[src/hdl/mac_pkg.sv]
// Address field typedefs, mode enum, ECC window and page table depth constants
`default_nettype none

package mac_pkg;

  // Field widths
  localparam int ICA_W   = 16;  // CPU logical address
  localparam int PCR_W   = 16;  // Paging control register
  localparam int SEG_W   = 8;   // Segment field of a PTE
  localparam int XPT_W   = 2;   // Extended page bits
  localparam int PTIX_W  = 6;   // Page index, ica[15:10]
  localparam int LA_W    = 14;  // LA[23:10]

  // Table size, one entry per logical page
  localparam int PT_DEPTH = 64;

  // ECC register window as seen on LA[15:10]
  localparam logic [5:0] ECCR_WINDOW = 6'b100000;

  typedef logic [ICA_W-1:0]  ica_t;
  typedef logic [PCR_W-1:0]  pcr_t;       // Bits 14..7 carry paging fields
  typedef logic [SEG_W-1:0]  seg_t;
  typedef logic [XPT_W-1:0]  xpt_t;
  typedef logic [PTIX_W-1:0] pt_index_t;

  // Entry layout is {xpt, seg}, xpt in the top two bits
  typedef logic [XPT_W+SEG_W-1:0] pt_entry_t;

  // Index 0 is LA10, index 13 is LA23
  typedef logic [LA_W-1:0] la_t;

  // Address mode as classified from poni/double/shadow/mreq/xpt_en
  typedef enum logic [2:0] {
    MODE_DIRECT     = 3'd0,  // Paging off
    MODE_DOUBLE     = 3'd1,  // Paging off, word address shifted
    MODE_PAGED      = 3'd2,  // Normal page table lookup
    MODE_EXTPAGE    = 3'd3,  // Page table with extended bits
    MODE_SHADOW_MEM = 3'd4,  // Shadow memory access
    MODE_SHADOW_IO  = 3'd5   // Shadow IO access
  } mac_mode_t;

endpackage

`default_nettype wire

[src/hdl/mac_mode_decode.sv]
// mac_mode_decode module, mode classification and LA mux select strobes
`timescale 1ns/1ps
`default_nettype none

module mac_mode_decode
  import mac_pkg::*;
(
  input  logic poni,    // Paging on
  input  logic double,  // Double word addressing
  input  logic shadow,  // Shadow access
  input  logic mreq,    // Memory request, else IO
  input  logic xpt_en,  // Extended page table enable
  output logic a10,     // ica[5:0] onto LA[15:10], ica[7:6] onto LA[17:16]
  output logic bb10,    // Same, shifted up one bit
  output logic c10,     // ica[15:10] onto LA[15:10]
  output logic a1617,   // seg[1:0] onto LA[17:16], seg[7:6] onto LA[23:22]
  output logic d1617,   // pcr[10:9] onto LA[17:16]
  output logic e1617,   // pcr[8:7] onto LA[17:16]
  output logic f1617,   // xpt onto LA[17:16]
  output logic a1619,   // pcr[12:11] and inverted pcr[14:13]
  output logic a1819,   // Inverted ica[10:9] onto LA[19:18]
  output logic b1819,   // Inverted pcr[10:9] onto LA[19:18]
  output logic b1821    // seg[5:2] onto LA[21:18]
);

  mac_mode_t mode;

  // Priority classification, first match wins
  always_comb
  begin
    if (!poni && !double)
      mode = MODE_DIRECT;
    else if (!poni)
      mode = MODE_DOUBLE;
    else if (shadow && (double || mreq))
      mode = MODE_SHADOW_MEM;  // double picks the PCR low field below
    else if (shadow)
      mode = MODE_SHADOW_IO;
    else if (!xpt_en)
      mode = MODE_PAGED;
    else
      mode = MODE_EXTPAGE;
  end

  // One strobe group per mode
  always_comb
  begin
    a10   = 1'b0;
    bb10  = 1'b0;
    c10   = 1'b0;
    a1617 = 1'b0;
    d1617 = 1'b0;
    e1617 = 1'b0;
    f1617 = 1'b0;
    a1619 = 1'b0;
    a1819 = 1'b0;
    b1819 = 1'b0;
    b1821 = 1'b0;
    case (mode)
      MODE_DIRECT:
      begin
        a10   = 1'b1;
        a1819 = 1'b1;
      end
      MODE_DOUBLE:
      begin
        bb10  = 1'b1;
        b1819 = 1'b1;
      end
      MODE_SHADOW_MEM:
      begin
        c10   = 1'b1;
        d1617 = double;   // PCR low field variant
        a1619 = !double;
      end
      MODE_SHADOW_IO:
      begin
        c10   = 1'b1;
        e1617 = 1'b1;
      end
      MODE_PAGED:
      begin
        a1617 = 1'b1;
        b1821 = 1'b1;
      end
      MODE_EXTPAGE:
      begin
        f1617 = 1'b1;
        b1821 = 1'b1;
      end
      default: ;  // Unused encodings leave all strobes low
    endcase
  end

endmodule

`default_nettype wire

[src/hdl/mac_page_table.sv]
// mac_page_table module, 64-entry segment and extension table
`timescale 1ns/1ps
`default_nettype none

module mac_page_table
  import mac_pkg::*;
(
  input  logic      mclk,
  input  logic      rst_n,
  input  logic      pt_we,     // Write strobe
  input  pt_index_t pt_waddr,  // Write index
  input  pt_entry_t pt_wdata,  // {xpt, seg}
  input  pt_index_t rd_index,  // Read index, ica[15:10]
  output seg_t      seg,
  output xpt_t      xpt
);

  pt_entry_t table_q [PT_DEPTH];
  pt_entry_t rd_entry;

  // Writes land on the rising edge
  // Reset clears every entry so paged modes start at segment zero
  always_ff @(posedge mclk)
  begin
    if (!rst_n)
    begin
      for (int i = 0; i < PT_DEPTH; i++)
        table_q[i] <= '0;
    end
    else if (pt_we)
    begin
      table_q[pt_waddr] <= pt_wdata;
    end
  end

  // Asynchronous read
  assign rd_entry = table_q[rd_index];

  // Split entry into its fields
  assign seg = rd_entry[SEG_W-1:0];
  assign xpt = rd_entry[SEG_W+XPT_W-1:SEG_W];  // Top bits

endmodule

`default_nettype wire

[src/hdl/mac_la_mux.sv]
// mac_la_mux module, LA[23:10] sum-of-products mux, LA register, ECC window detect
`timescale 1ns/1ps
`default_nettype none

module mac_la_mux
  import mac_pkg::*;
(
  input  logic mclk,
  input  logic rst_n,
  input  ica_t ica,         // CPU logical address
  input  pcr_t pcr,         // Paging control register
  input  seg_t seg,         // From page table
  input  xpt_t xpt,         // From page table
  input  logic a10,
  input  logic bb10,
  input  logic c10,
  input  logic a1617,
  input  logic d1617,
  input  logic e1617,
  input  logic f1617,
  input  logic a1619,
  input  logic a1819,
  input  logic b1819,
  input  logic b1821,
  output la_t  la,          // Registered LA[23:10]
  output logic eccr_hit_n   // Low when LA[15:10] hits ECCR window
);

  la_t ila;  // Next LA, bit 0 is LA10

  always_comb
  begin
    // LA15..10
    for (int i = 0; i < 6; i++)
    begin
      ila[i] = (ica[i] & a10)        // Direct
             | (ica[i+1] & bb10)     // Double
             | (ica[10+i] & c10);    // Shadow, page bits pass through
    end

    // LA17..16, one bit per pass
    for (int j = 0; j < 2; j++)
    begin
      ila[6+j] = (ica[6+j] & a10)
               | (ica[7+j] & bb10)
               | (pcr[11+j] & a1619)  // Shadow mem
               | (seg[j] & a1617)     // Paged
               | (pcr[9+j] & d1617)   // Shadow mem, PCR low field
               | (pcr[7+j] & e1617)   // Shadow IO
               | (xpt[j] & f1617);    // Extended paging
    end

    // LA18, inverted terms as in the gate array
    ila[8] = (~pcr[13] & a1619)
           | (~pcr[9] & b1819)
           | (seg[2] & b1821)
           | (~ica[9] & a1819);

    // LA19
    ila[9] = (~pcr[14] & a1619)
           | (~pcr[10] & b1819)
           | (seg[3] & b1821)
           | (~ica[10] & a1819);

    // LA21..20 only from paged and extended modes
    ila[10] = seg[4] & b1821;
    ila[11] = seg[5] & b1821;

    // LA23..22 only from plain paged mode
    ila[12] = seg[6] & a1617;
    ila[13] = seg[7] & a1617;
  end

  // LA register
  always_ff @(posedge mclk)
  begin
    if (!rst_n)
      la <= '0;
    else
      la <= ila;
  end

  // Window compare on registered LA[15:10]
  assign eccr_hit_n = (la[5:0] != ECCR_WINDOW);

endmodule

`default_nettype wire

[src/hdl/mac_top.sv]
// mac_top module, address stage top joining mode decode, page table and LA mux
`timescale 1ns/1ps
`default_nettype none

module mac_top
  import mac_pkg::*;
(
  input  logic      mclk,
  input  logic      rst_n,
  input  logic      poni,
  input  logic      double,
  input  logic      shadow,
  input  logic      mreq,
  input  logic      xpt_en,
  input  ica_t      ica,
  input  pcr_t      pcr,
  input  logic      pt_we,
  input  pt_index_t pt_waddr,
  input  pt_entry_t pt_wdata,
  output la_t       la,
  output logic      eccr_hit_n
);

  // Strobes decoder to mux
  logic a10;
  logic bb10;
  logic c10;
  logic a1617;
  logic d1617;
  logic e1617;
  logic f1617;
  logic a1619;
  logic a1819;
  logic b1819;
  logic b1821;

  seg_t      seg;
  xpt_t      xpt;
  pt_index_t rd_index;

  assign rd_index = ica[15:10];  // Logical page number

  mac_mode_decode u_decode (
    .poni   (poni),
    .double (double),
    .shadow (shadow),
    .mreq   (mreq),
    .xpt_en (xpt_en),
    .a10    (a10),
    .bb10   (bb10),
    .c10    (c10),
    .a1617  (a1617),
    .d1617  (d1617),
    .e1617  (e1617),
    .f1617  (f1617),
    .a1619  (a1619),
    .a1819  (a1819),
    .b1819  (b1819),
    .b1821  (b1821)
  );

  mac_page_table u_pt (
    .mclk     (mclk),
    .rst_n    (rst_n),
    .pt_we    (pt_we),
    .pt_waddr (pt_waddr),
    .pt_wdata (pt_wdata),
    .rd_index (rd_index),
    .seg      (seg),
    .xpt      (xpt)
  );

  mac_la_mux u_mux (
    .mclk       (mclk),
    .rst_n      (rst_n),
    .ica        (ica),
    .pcr        (pcr),
    .seg        (seg),
    .xpt        (xpt),
    .a10        (a10),
    .bb10       (bb10),
    .c10        (c10),
    .a1617      (a1617),
    .d1617      (d1617),
    .e1617      (e1617),
    .f1617      (f1617),
    .a1619      (a1619),
    .a1819      (a1819),
    .b1819      (b1819),
    .b1821      (b1821),
    .la         (la),
    .eccr_hit_n (eccr_hit_n)
  );

endmodule

`default_nettype wire

[config.mk]
export PLATFORM = sky130hd
export DESIGN_NAME = mac_top
export DESIGN_NICKNAME = d
export VERILOG_FILES = /design/src/hdl/mac_pkg.sv /design/src/hdl/mac_mode_decode.sv /design/src/hdl/mac_page_table.sv /design/src/hdl/mac_la_mux.sv /design/src/hdl/mac_top.sv
export SDC_FILE = /design/constraint.sdc
export NUM_CORES = 1
export LEC_CHECK = 0
export BUFFER_PORTS_ARGS = -buffer_cell sky130_fd_sc_hd__buf_2
export CAP_MARGIN = 0
export CORE_AREA = 2 2 227 229
export CTS_CLUSTER_DIAMETER = 120
export DETAILED_ROUTE_END_ITERATION = 10
export DIE_AREA = 0 0 229 231
export HOLD_SLACK_MARGIN = 0.15
export MAX_ROUTING_LAYER = met4
export PLACE_DENSITY_LB_ADDON = 0.15
export REMOVE_ABC_BUFFERS = 1
export SYNTH_ARGS = -nofsm -noshare
export SYNTH_HDL_FRONTEND = slang
export SYNTH_HIERARCHICAL = 1
export SYNTH_SLANG_ARGS = --single-unit
[constraint.sdc]
create_clock -name mclk -period 6.88 [get_ports mclk]
set_clock_uncertainty 0.05 [all_clocks]
set_input_delay 0.688 -clock mclk [delete_from_list [all_inputs] [get_ports mclk]]
set_output_delay 0.688 -clock mclk [all_outputs]
set_load 0.005 [all_outputs]
==> results of run 1 <==
## flip-flops by register name, summed over array words and instances, names as in the netlist
name,count
u_mux/la,14
u_pt/table_q,640
## worst reg2reg max path: stages (launching register included)
cell and delay, ns:
edfxtp_1 0.38, mux4_2 0.52, mux4_2 0.53, o2111ai_1 0.21, o31ai_1 0.17, a222oi_1 0.40, a31oi_1 0.13
## worst min path at each step
stage | from | end | depth (start not counted) | slack (ns)
final | ica[0] | u_mux/la[0] | 3 | 0.30
after global routing | ica[0] | u_mux/la[0] | 3 | 0.34
after floorplan | ica[0] | u_mux/la[0] | 2 | 0.78
after detailed placement | ica[0] | u_mux/la[0] | 3 | 0.91
after global placement | ica[0] | u_mux/la[0] | 3 | 0.88
after CTS | ica[3] | u_mux/la[2] | 3 | 0.28
## cells by family (layout without fill, tap and decap cells)
group	after synthesis	count (layout)	synth area share [%]
and+or+nand+nor	801	801	16.0
DFF	654	654	64.8
AOI/OAI and AO/OA	152	152	3.12
muxes	201	201	13.7
buffers and inverters	160	216	2.37
## layer usage
layer	wire length [µm]	up-vias	track usage, %
met4	2460	0	10.8
met3	5500	115	3.80
met5	0	-	-
li1	-	7336	-
met2	36700	734	46.5
met1	29600	8694	40.4
## cell type report
class | count | area [µm²]
inverter | 2 | 7.51
clock inverter | 17 | 155
clock buffer | 101 | 1930
sequential | 654 | 19500
tap | 680 | 851
timing repair buffer | 96 | 623
fill | 3659 | 17700
multi-input combinational | 1154 | 9870
## where the power goes
| part | switching (µW) | internal (µW) |
|---|---|---|
| registers | 59.0 | 4570 |
| logic | 407 | 244 |
| clock network | 1480 | 2020 |
## per-stage QoR
step | cell area, µm² | setup WS [ns] | total power [µW] | instances | hold slack (ns)
after floorplan | 29400 | 4.41 | 5010 | 1810 | 0.784
after global placement | 30800 | 2.96 | 5340 | 2586 | 0.884
after detailed placement | 30800 | 2.95 | 5360 | 2586 | 0.911
after CTS | 32900 | 3.60 | 8830 | 2704 | 0.276
after global routing | 32900 | 3.44 | 9030 | 2704 | 0.341
final | 32900 | 3.55 | 8780 | 2704 | 0.299
## cell usage after synthesis, drive strengths merged, types with 5 or more instances
cell type	instances	share of area [%]
a211oi	10	0.25
o21ai	76	1.3
clkbuf	109	1.4
or2	7	0.15
a21oi	14	0.23
buf	49	0.99
nand3	6	0.10
mux2i	31	1.0
nand2	15	0.19
a222oi	8	0.27
nand3b	6	0.15
nor2	86	1.1
dfxtp	14	0.93
o31ai	9	0.22
and3	5	0.11
edfxtp	640	64
o221ai	8	0.23
nand2b	13	0.27
and2	642	13
o22ai	11	0.23
mux4	169	13
==> impl_metrics.env, run 1 <==
export IMPL_p_leak_uw=0.0113
export IMPL_worst_slew_pin_slew_ns=1.22
export IMPL_grt_max_degree=66
export IMPL_cts_resized_gates=0
export IMPL_cts_clk_slew_worst_paths_ns=0.06
export IMPL_yosysWarnings=6
export IMPL_io_pins=71
export IMPL_clock_path_buffers=3
export IMPL_synthFlopType="edfxtp_1"
export IMPL_hold_class="in2reg"
export IMPL_crit_fanout=59
export IMPL_overflow=0
export IMPL_hold_viol=0
export IMPL_cts_root_buffer="clkbuf_16"
export IMPL_antenna_found_initial=0
export IMPL_grt_pass1_wl_mm=110
export IMPL_reg2reg_depth=6
export IMPL_syn_area_mm2=0.0301
export IMPL_clock_sinks=654
export IMPL_synth_cell_types=51
export IMPL_drt_wl_total_mm=74.2
export IMPL_initial_core_util_pct=59.3
export IMPL_cts_made_buffers=68
export IMPL_crit_chain="clkbuf_8 > buf_4 > mux4_2 > mux2i_1 > nand2_1 > o2111ai_1 > o31ai_1 > a222oi_1 > a31oi_1"
export IMPL_setup_viol=0
export IMPL_crit_end="u_mux/la[7]"
export IMPL_p_per_area_mw_per_mm2=267
export IMPL_r2r_setup_slack_ns=4.37
export IMPL_grt_pass1_vias=16900
export IMPL_drv_cap=0
export IMPL_track_usage_pct=29.6
export IMPL_critPathLaunchType="primary input"
export IMPL_port_buffers=62
export IMPL_wl_per_cell_um=27.5
export IMPL_cts_tree="yes"
export IMPL_crit_required_ns=7.31
export IMPL_dieArea_mm2=0.0529
export IMPL_post_cts_buffers=0
export IMPL_slowest_delay_ns=0.57
export IMPL_num_rows=83
export IMPL_drt_iter0_markers=1889
export IMPL_arrival_ns=3.77
export IMPL_antenna_left=0
export IMPL_fin_nets=2032
export IMPL_drive_above_1_share_pct=18.0
export IMPL_status="complete, no violations"
export IMPL_core_mm2=0.0507
export IMPL_end_kind="flip-flop"
export IMPL_rr_startpoint="u_pt/table_q[56][1]"
export IMPL_routabilityCongestion=0.849
export IMPL_max_vdd_ir_drop_v=0.000233
export IMPL_drc=0
export IMPL_post_route_period_util_pct=48.5
export IMPL_ys_async_sr_fraction_pct=0
export IMPL_drv_slew=0
export IMPL_cp_num_buf_inv=2
export IMPL_critical_path_startpoint="ica[11]"
export IMPL_hpwl_mm=44.1
export IMPL_rsz0062_at_grt="false"
export IMPL_htreeDepth=3
export IMPL_max_slew_margin_rel_pct=17.8
export IMPL_post_route_min_period_ns=3.33
export IMPL_hold_buffers=0
export IMPL_ys_ff_latch=654
export IMPL_utilization_pct=65.0
export IMPL_final_common_cell="and2_1"
export IMPL_vias_per_cell=6.24
export IMPL_cp_slowest_cell="mux4_2"
export IMPL_critPathKind="in2reg"
export IMPL_timing_fmax_mhz=300
export IMPL_layout_common_cells="641 x and2_1, 640 x edfxtp_1, 169 x mux4_2"
export IMPL_die_y_um=231
export IMPL_seq_area_frac_synth_pct=64.8
export IMPL_cp_top_family="buffers and inverters"
export IMPL_drt_pass1_iter_count=5
export IMPL_reg2reg_to="u_mux/la[7]"
export IMPL_critical_path_cell_count=9
export IMPL_finalSetupTns_ns=0
export IMPL_vias=16900
export IMPL_area_growth_syn_to_layout_pct=9.48
export IMPL_clkLatencyLatePin_ns=0.61
export IMPL_fp_dieW_um=229
export IMPL_diodes=0
export IMPL_synth_edf_count=640
export IMPL_synth_cells=1968
export IMPL_syn_area_per_cell_um2=15.3
(Power assumes the default switching activity.)
==> inputs of run 2 (changes only) <==
--- a/config.mk
+++ b/config.mk
@@ -5,6 +5,7 @@
 export SDC_FILE = /design/constraint.sdc
 export NUM_CORES = 1
 export LEC_CHECK = 0
+export ABC_AREA = 1
 export BUFFER_PORTS_ARGS = -buffer_cell sky130_fd_sc_hd__buf_2
 export CAP_MARGIN = 0
 export CORE_AREA = 2 2 227 229
==> constraint.sdc (replaced) <==
create_clock -name mclk -period 3.3 [get_ports mclk]
set_clock_uncertainty 0.05 [all_clocks]
set_input_delay 0.33 -clock mclk [delete_from_list [all_inputs] [get_ports mclk]]
set_output_delay 0.33 -clock mclk [all_outputs]
set_load 0.005 [all_outputs]
==> run 2 against run 1 <==
Against the previous run:
- largest cell class unchanged
- critical path type unchanged
- total power increased by 110%
- non-clock buffer count increased by 60
- sequential power increased by 110%
==> impl_metrics.env, run 2 <==
export IMPL_grt_pass1_vias=22000
export IMPL_clock_sinks=654
export IMPL_clkLatencyLatePin_ns=0.61
export IMPL_hold_viol=0
export IMPL_drt_iter0_markers=3144
export IMPL_crit_fanout=66
export IMPL_utilization_pct=65.4
export IMPL_max_slew_margin_rel_pct=26.5
export IMPL_finalSetupTns_ns=0
export IMPL_synth_top_area_share_pct=64.3
export IMPL_worst_slew_pin_slew_ns=1.10
export IMPL_seq_area_frac_synth_pct=65.2
export IMPL_drc=0
export IMPL_clock_path_buffers=3
export IMPL_cts_clk_slew_worst_paths_ns=0.06
export IMPL_routabilityCongestion=0.920
export IMPL_die_y_um=231
export IMPL_p_leak_uw=0.0132
export IMPL_setup_viol=0
export IMPL_num_rows=83
export IMPL_fin_nets=3213
export IMPL_largest_reg_flops=640
export IMPL_synth_cells=3206
export IMPL_post_route_min_period_ns=3.06
export IMPL_placed_area_mm2=0.0308
export IMPL_top_regs="u_pt/table_q (640), u_mux/la (14)"
export IMPL_rsz0062_at_grt="false"
export IMPL_ys_async_sr_fraction_pct=0
export IMPL_placed_cells=3742
export IMPL_final_area_mm2=0.0332
export IMPL_final_common_cell="nand2_1"
export IMPL_area_growth_syn_to_layout_pct=10.9
export IMPL_drv_cap=0
export IMPL_cts_root_buffer="clkbuf_16"
export IMPL_timing_fmax_mhz=327
export IMPL_vias=23300
export IMPL_grt_max_degree=143
export IMPL_max_vdd_ir_drop_v=0.000406
export IMPL_vias_per_cell=5.99
export IMPL_yosysWarnings=6
export IMPL_synth_cell_types=20
export IMPL_track_usage_pct=32.4
export IMPL_initial_core_util_pct=59.0
export IMPL_antenna_found_initial=1
export IMPL_drt_pass1_iter_count=6
export IMPL_status="complete, no violations"
export IMPL_io_pins=71
export IMPL_synth_top_cell_by_area="edfxtp_1"
export IMPL_hold_class="in2reg"
export IMPL_post_route_period_util_pct=92.6
export IMPL_drive_above_1_share_pct=7.95
export IMPL_post_cts_buffers=0
export IMPL_wl_per_cell_um=21.6
export IMPL_grt_pass1_wl_mm=126
export IMPL_cts_resized_gates=0
export IMPL_antenna_left=0
export IMPL_core_mm2=0.0507
export IMPL_syn_area_mm2=0.0299
export IMPL_synth_most_common_cell="nand2_1"
export IMPL_layout_common_cells="989 x nand2_1, 666 x nor2_1, 640 x edfxtp_1"
export IMPL_drt_wl_total_mm=83.8
export IMPL_yosys_top_cells_count="989 x nand2_1, 666 x nor2_1, 640 x edfxtp_1"
export IMPL_p_per_area_mw_per_mm2=563
export IMPL_critPathLaunchType="primary input"
export IMPL_critPathKind="in2reg"
export IMPL_overflow=0
export IMPL_arrival_ns=3.55
export IMPL_hpwl_mm=50.3
export IMPL_regMostFlops="u_pt/table_q"
export IMPL_cts_made_buffers=69
export IMPL_crit_required_ns=3.80
export IMPL_syn_area_per_cell_um2=9.33
export IMPL_synth_edf_count=640
export IMPL_synthFlopType="edfxtp_1"
export IMPL_synth_area_top_cells="edfxtp_1 64%, nand2_1 12%, nand3_1 9.2%"
export IMPL_end_kind="flip-flop"
export IMPL_port_buffers=62
export IMPL_cts_tree="yes"
export IMPL_stdcell_count=3887
export IMPL_fp_dieW_um=229
export IMPL_htreeDepth=3
export IMPL_ys_ff_latch=654
export IMPL_drv_slew=0
export IMPL_dieArea_mm2=0.0529
## run 2: changes by cell type in the layout (fill, tap and decap cells not counted), moves of 16 or more
cell           before  now
and2_1            641    0
buf_12              3   19
buf_4              32   53
dlygate4sd3_1       0   24
inv_1               1   26
mux2i_1            31    0
mux4_2            169    0
nand2_1            15  989
nand3_1             6  548
nor2_1             83  666
o21ai_1            67    0
## run 2: cell type report
class / instances / area (µm²)
Tap cell: 680 / 851
Inverter: 43 / 171
Clock buffer: 87 / 1870
Timing Repair Buffer: 156 / 1330
Sequential cell: 654 / 19500
Antenna cell: 1 / 2.50
Multi-Input combinational cell: 2233 / 9180
Clock inverter: 33 / 269
Fill cell: 4070 / 17500
## run 2: stage by stage
stage	hold WS, ns	power, µW	worst slack [ns]
after floorplan	0.378	10700	-2.95
after detailed placement	0.586	11400	0.411
after CTS	0.170	18700	0.343
after global routing	0.223	19200	0.0444
final	0.221	18700	0.243
after global placement	0.589	11300	0.540
## run 2: path summary, 6_finish.rpt
path                                          start           end  depth (start not counted)  slack [ns]
worst max-delay path                        ica[10]   u_mux/la[6]                         17        0.24
worst min-delay path                           poni  u_mux/la[13]                          5        0.22
worst max register to register  u_pt/table_q[59][9]   u_mux/la[7]                         14        0.50
worst min register to register  u_pt/table_q[44][7]  u_mux/la[13]                         10        1.01
## run 2: cell families after synthesis
group	count (synthesis)	synth area share (%)
flops	654	65.2
simple gates	2227	30.6
compound gates	6	0.100
buf+inv	319	4.11
## run 2: power by group
part | leakage, µW | switching, µW | total [µW] | internal, µW
Sequential | 0.00620 | 122 | 9650 | 9530
Clock | 0.00103 | 3110 | 7410 | 4310
Combinational | 0.00601 | 1200 | 1610 | 419
Total | 0.0132 | 4420 | 18700 | 14300
## run 2: repair_timing
action,in CTS,in global routing
hold buffers,24,0
endpoints found under the hold margin,14,0
endpoints found under the setup margin,0,0
## run 2: routing by layer
metal | vias up | global-route usage [%] | part of all wire [%]
met2 | 1305 | 51.2 | 48
met5 | - | - | 0
met4 | 0 | 14.0 | 4.1
met1 | 11200 | 42.4 | 38
li1 | 10500 | - | -
met3 | 199 | 4.66 | 10
## run 2: worst max-delay path: stages
cell and delay [ns]:
buf_8 0.16, inv_8 0.35, buf_4 0.43, nand2_1 0.10, nand3_1 0.13, nand3_1 0.11
nand2_1 0.09, nand2_1 0.05, nand3_1 0.10, nand3_1 0.12, nand2_1 0.10, nand2_1 0.05
nand2_1 0.07, nor2_1 0.04, dlygate4sd3_1 0.55, a21oi_1 0.13, dlygate4sd3_1 0.57
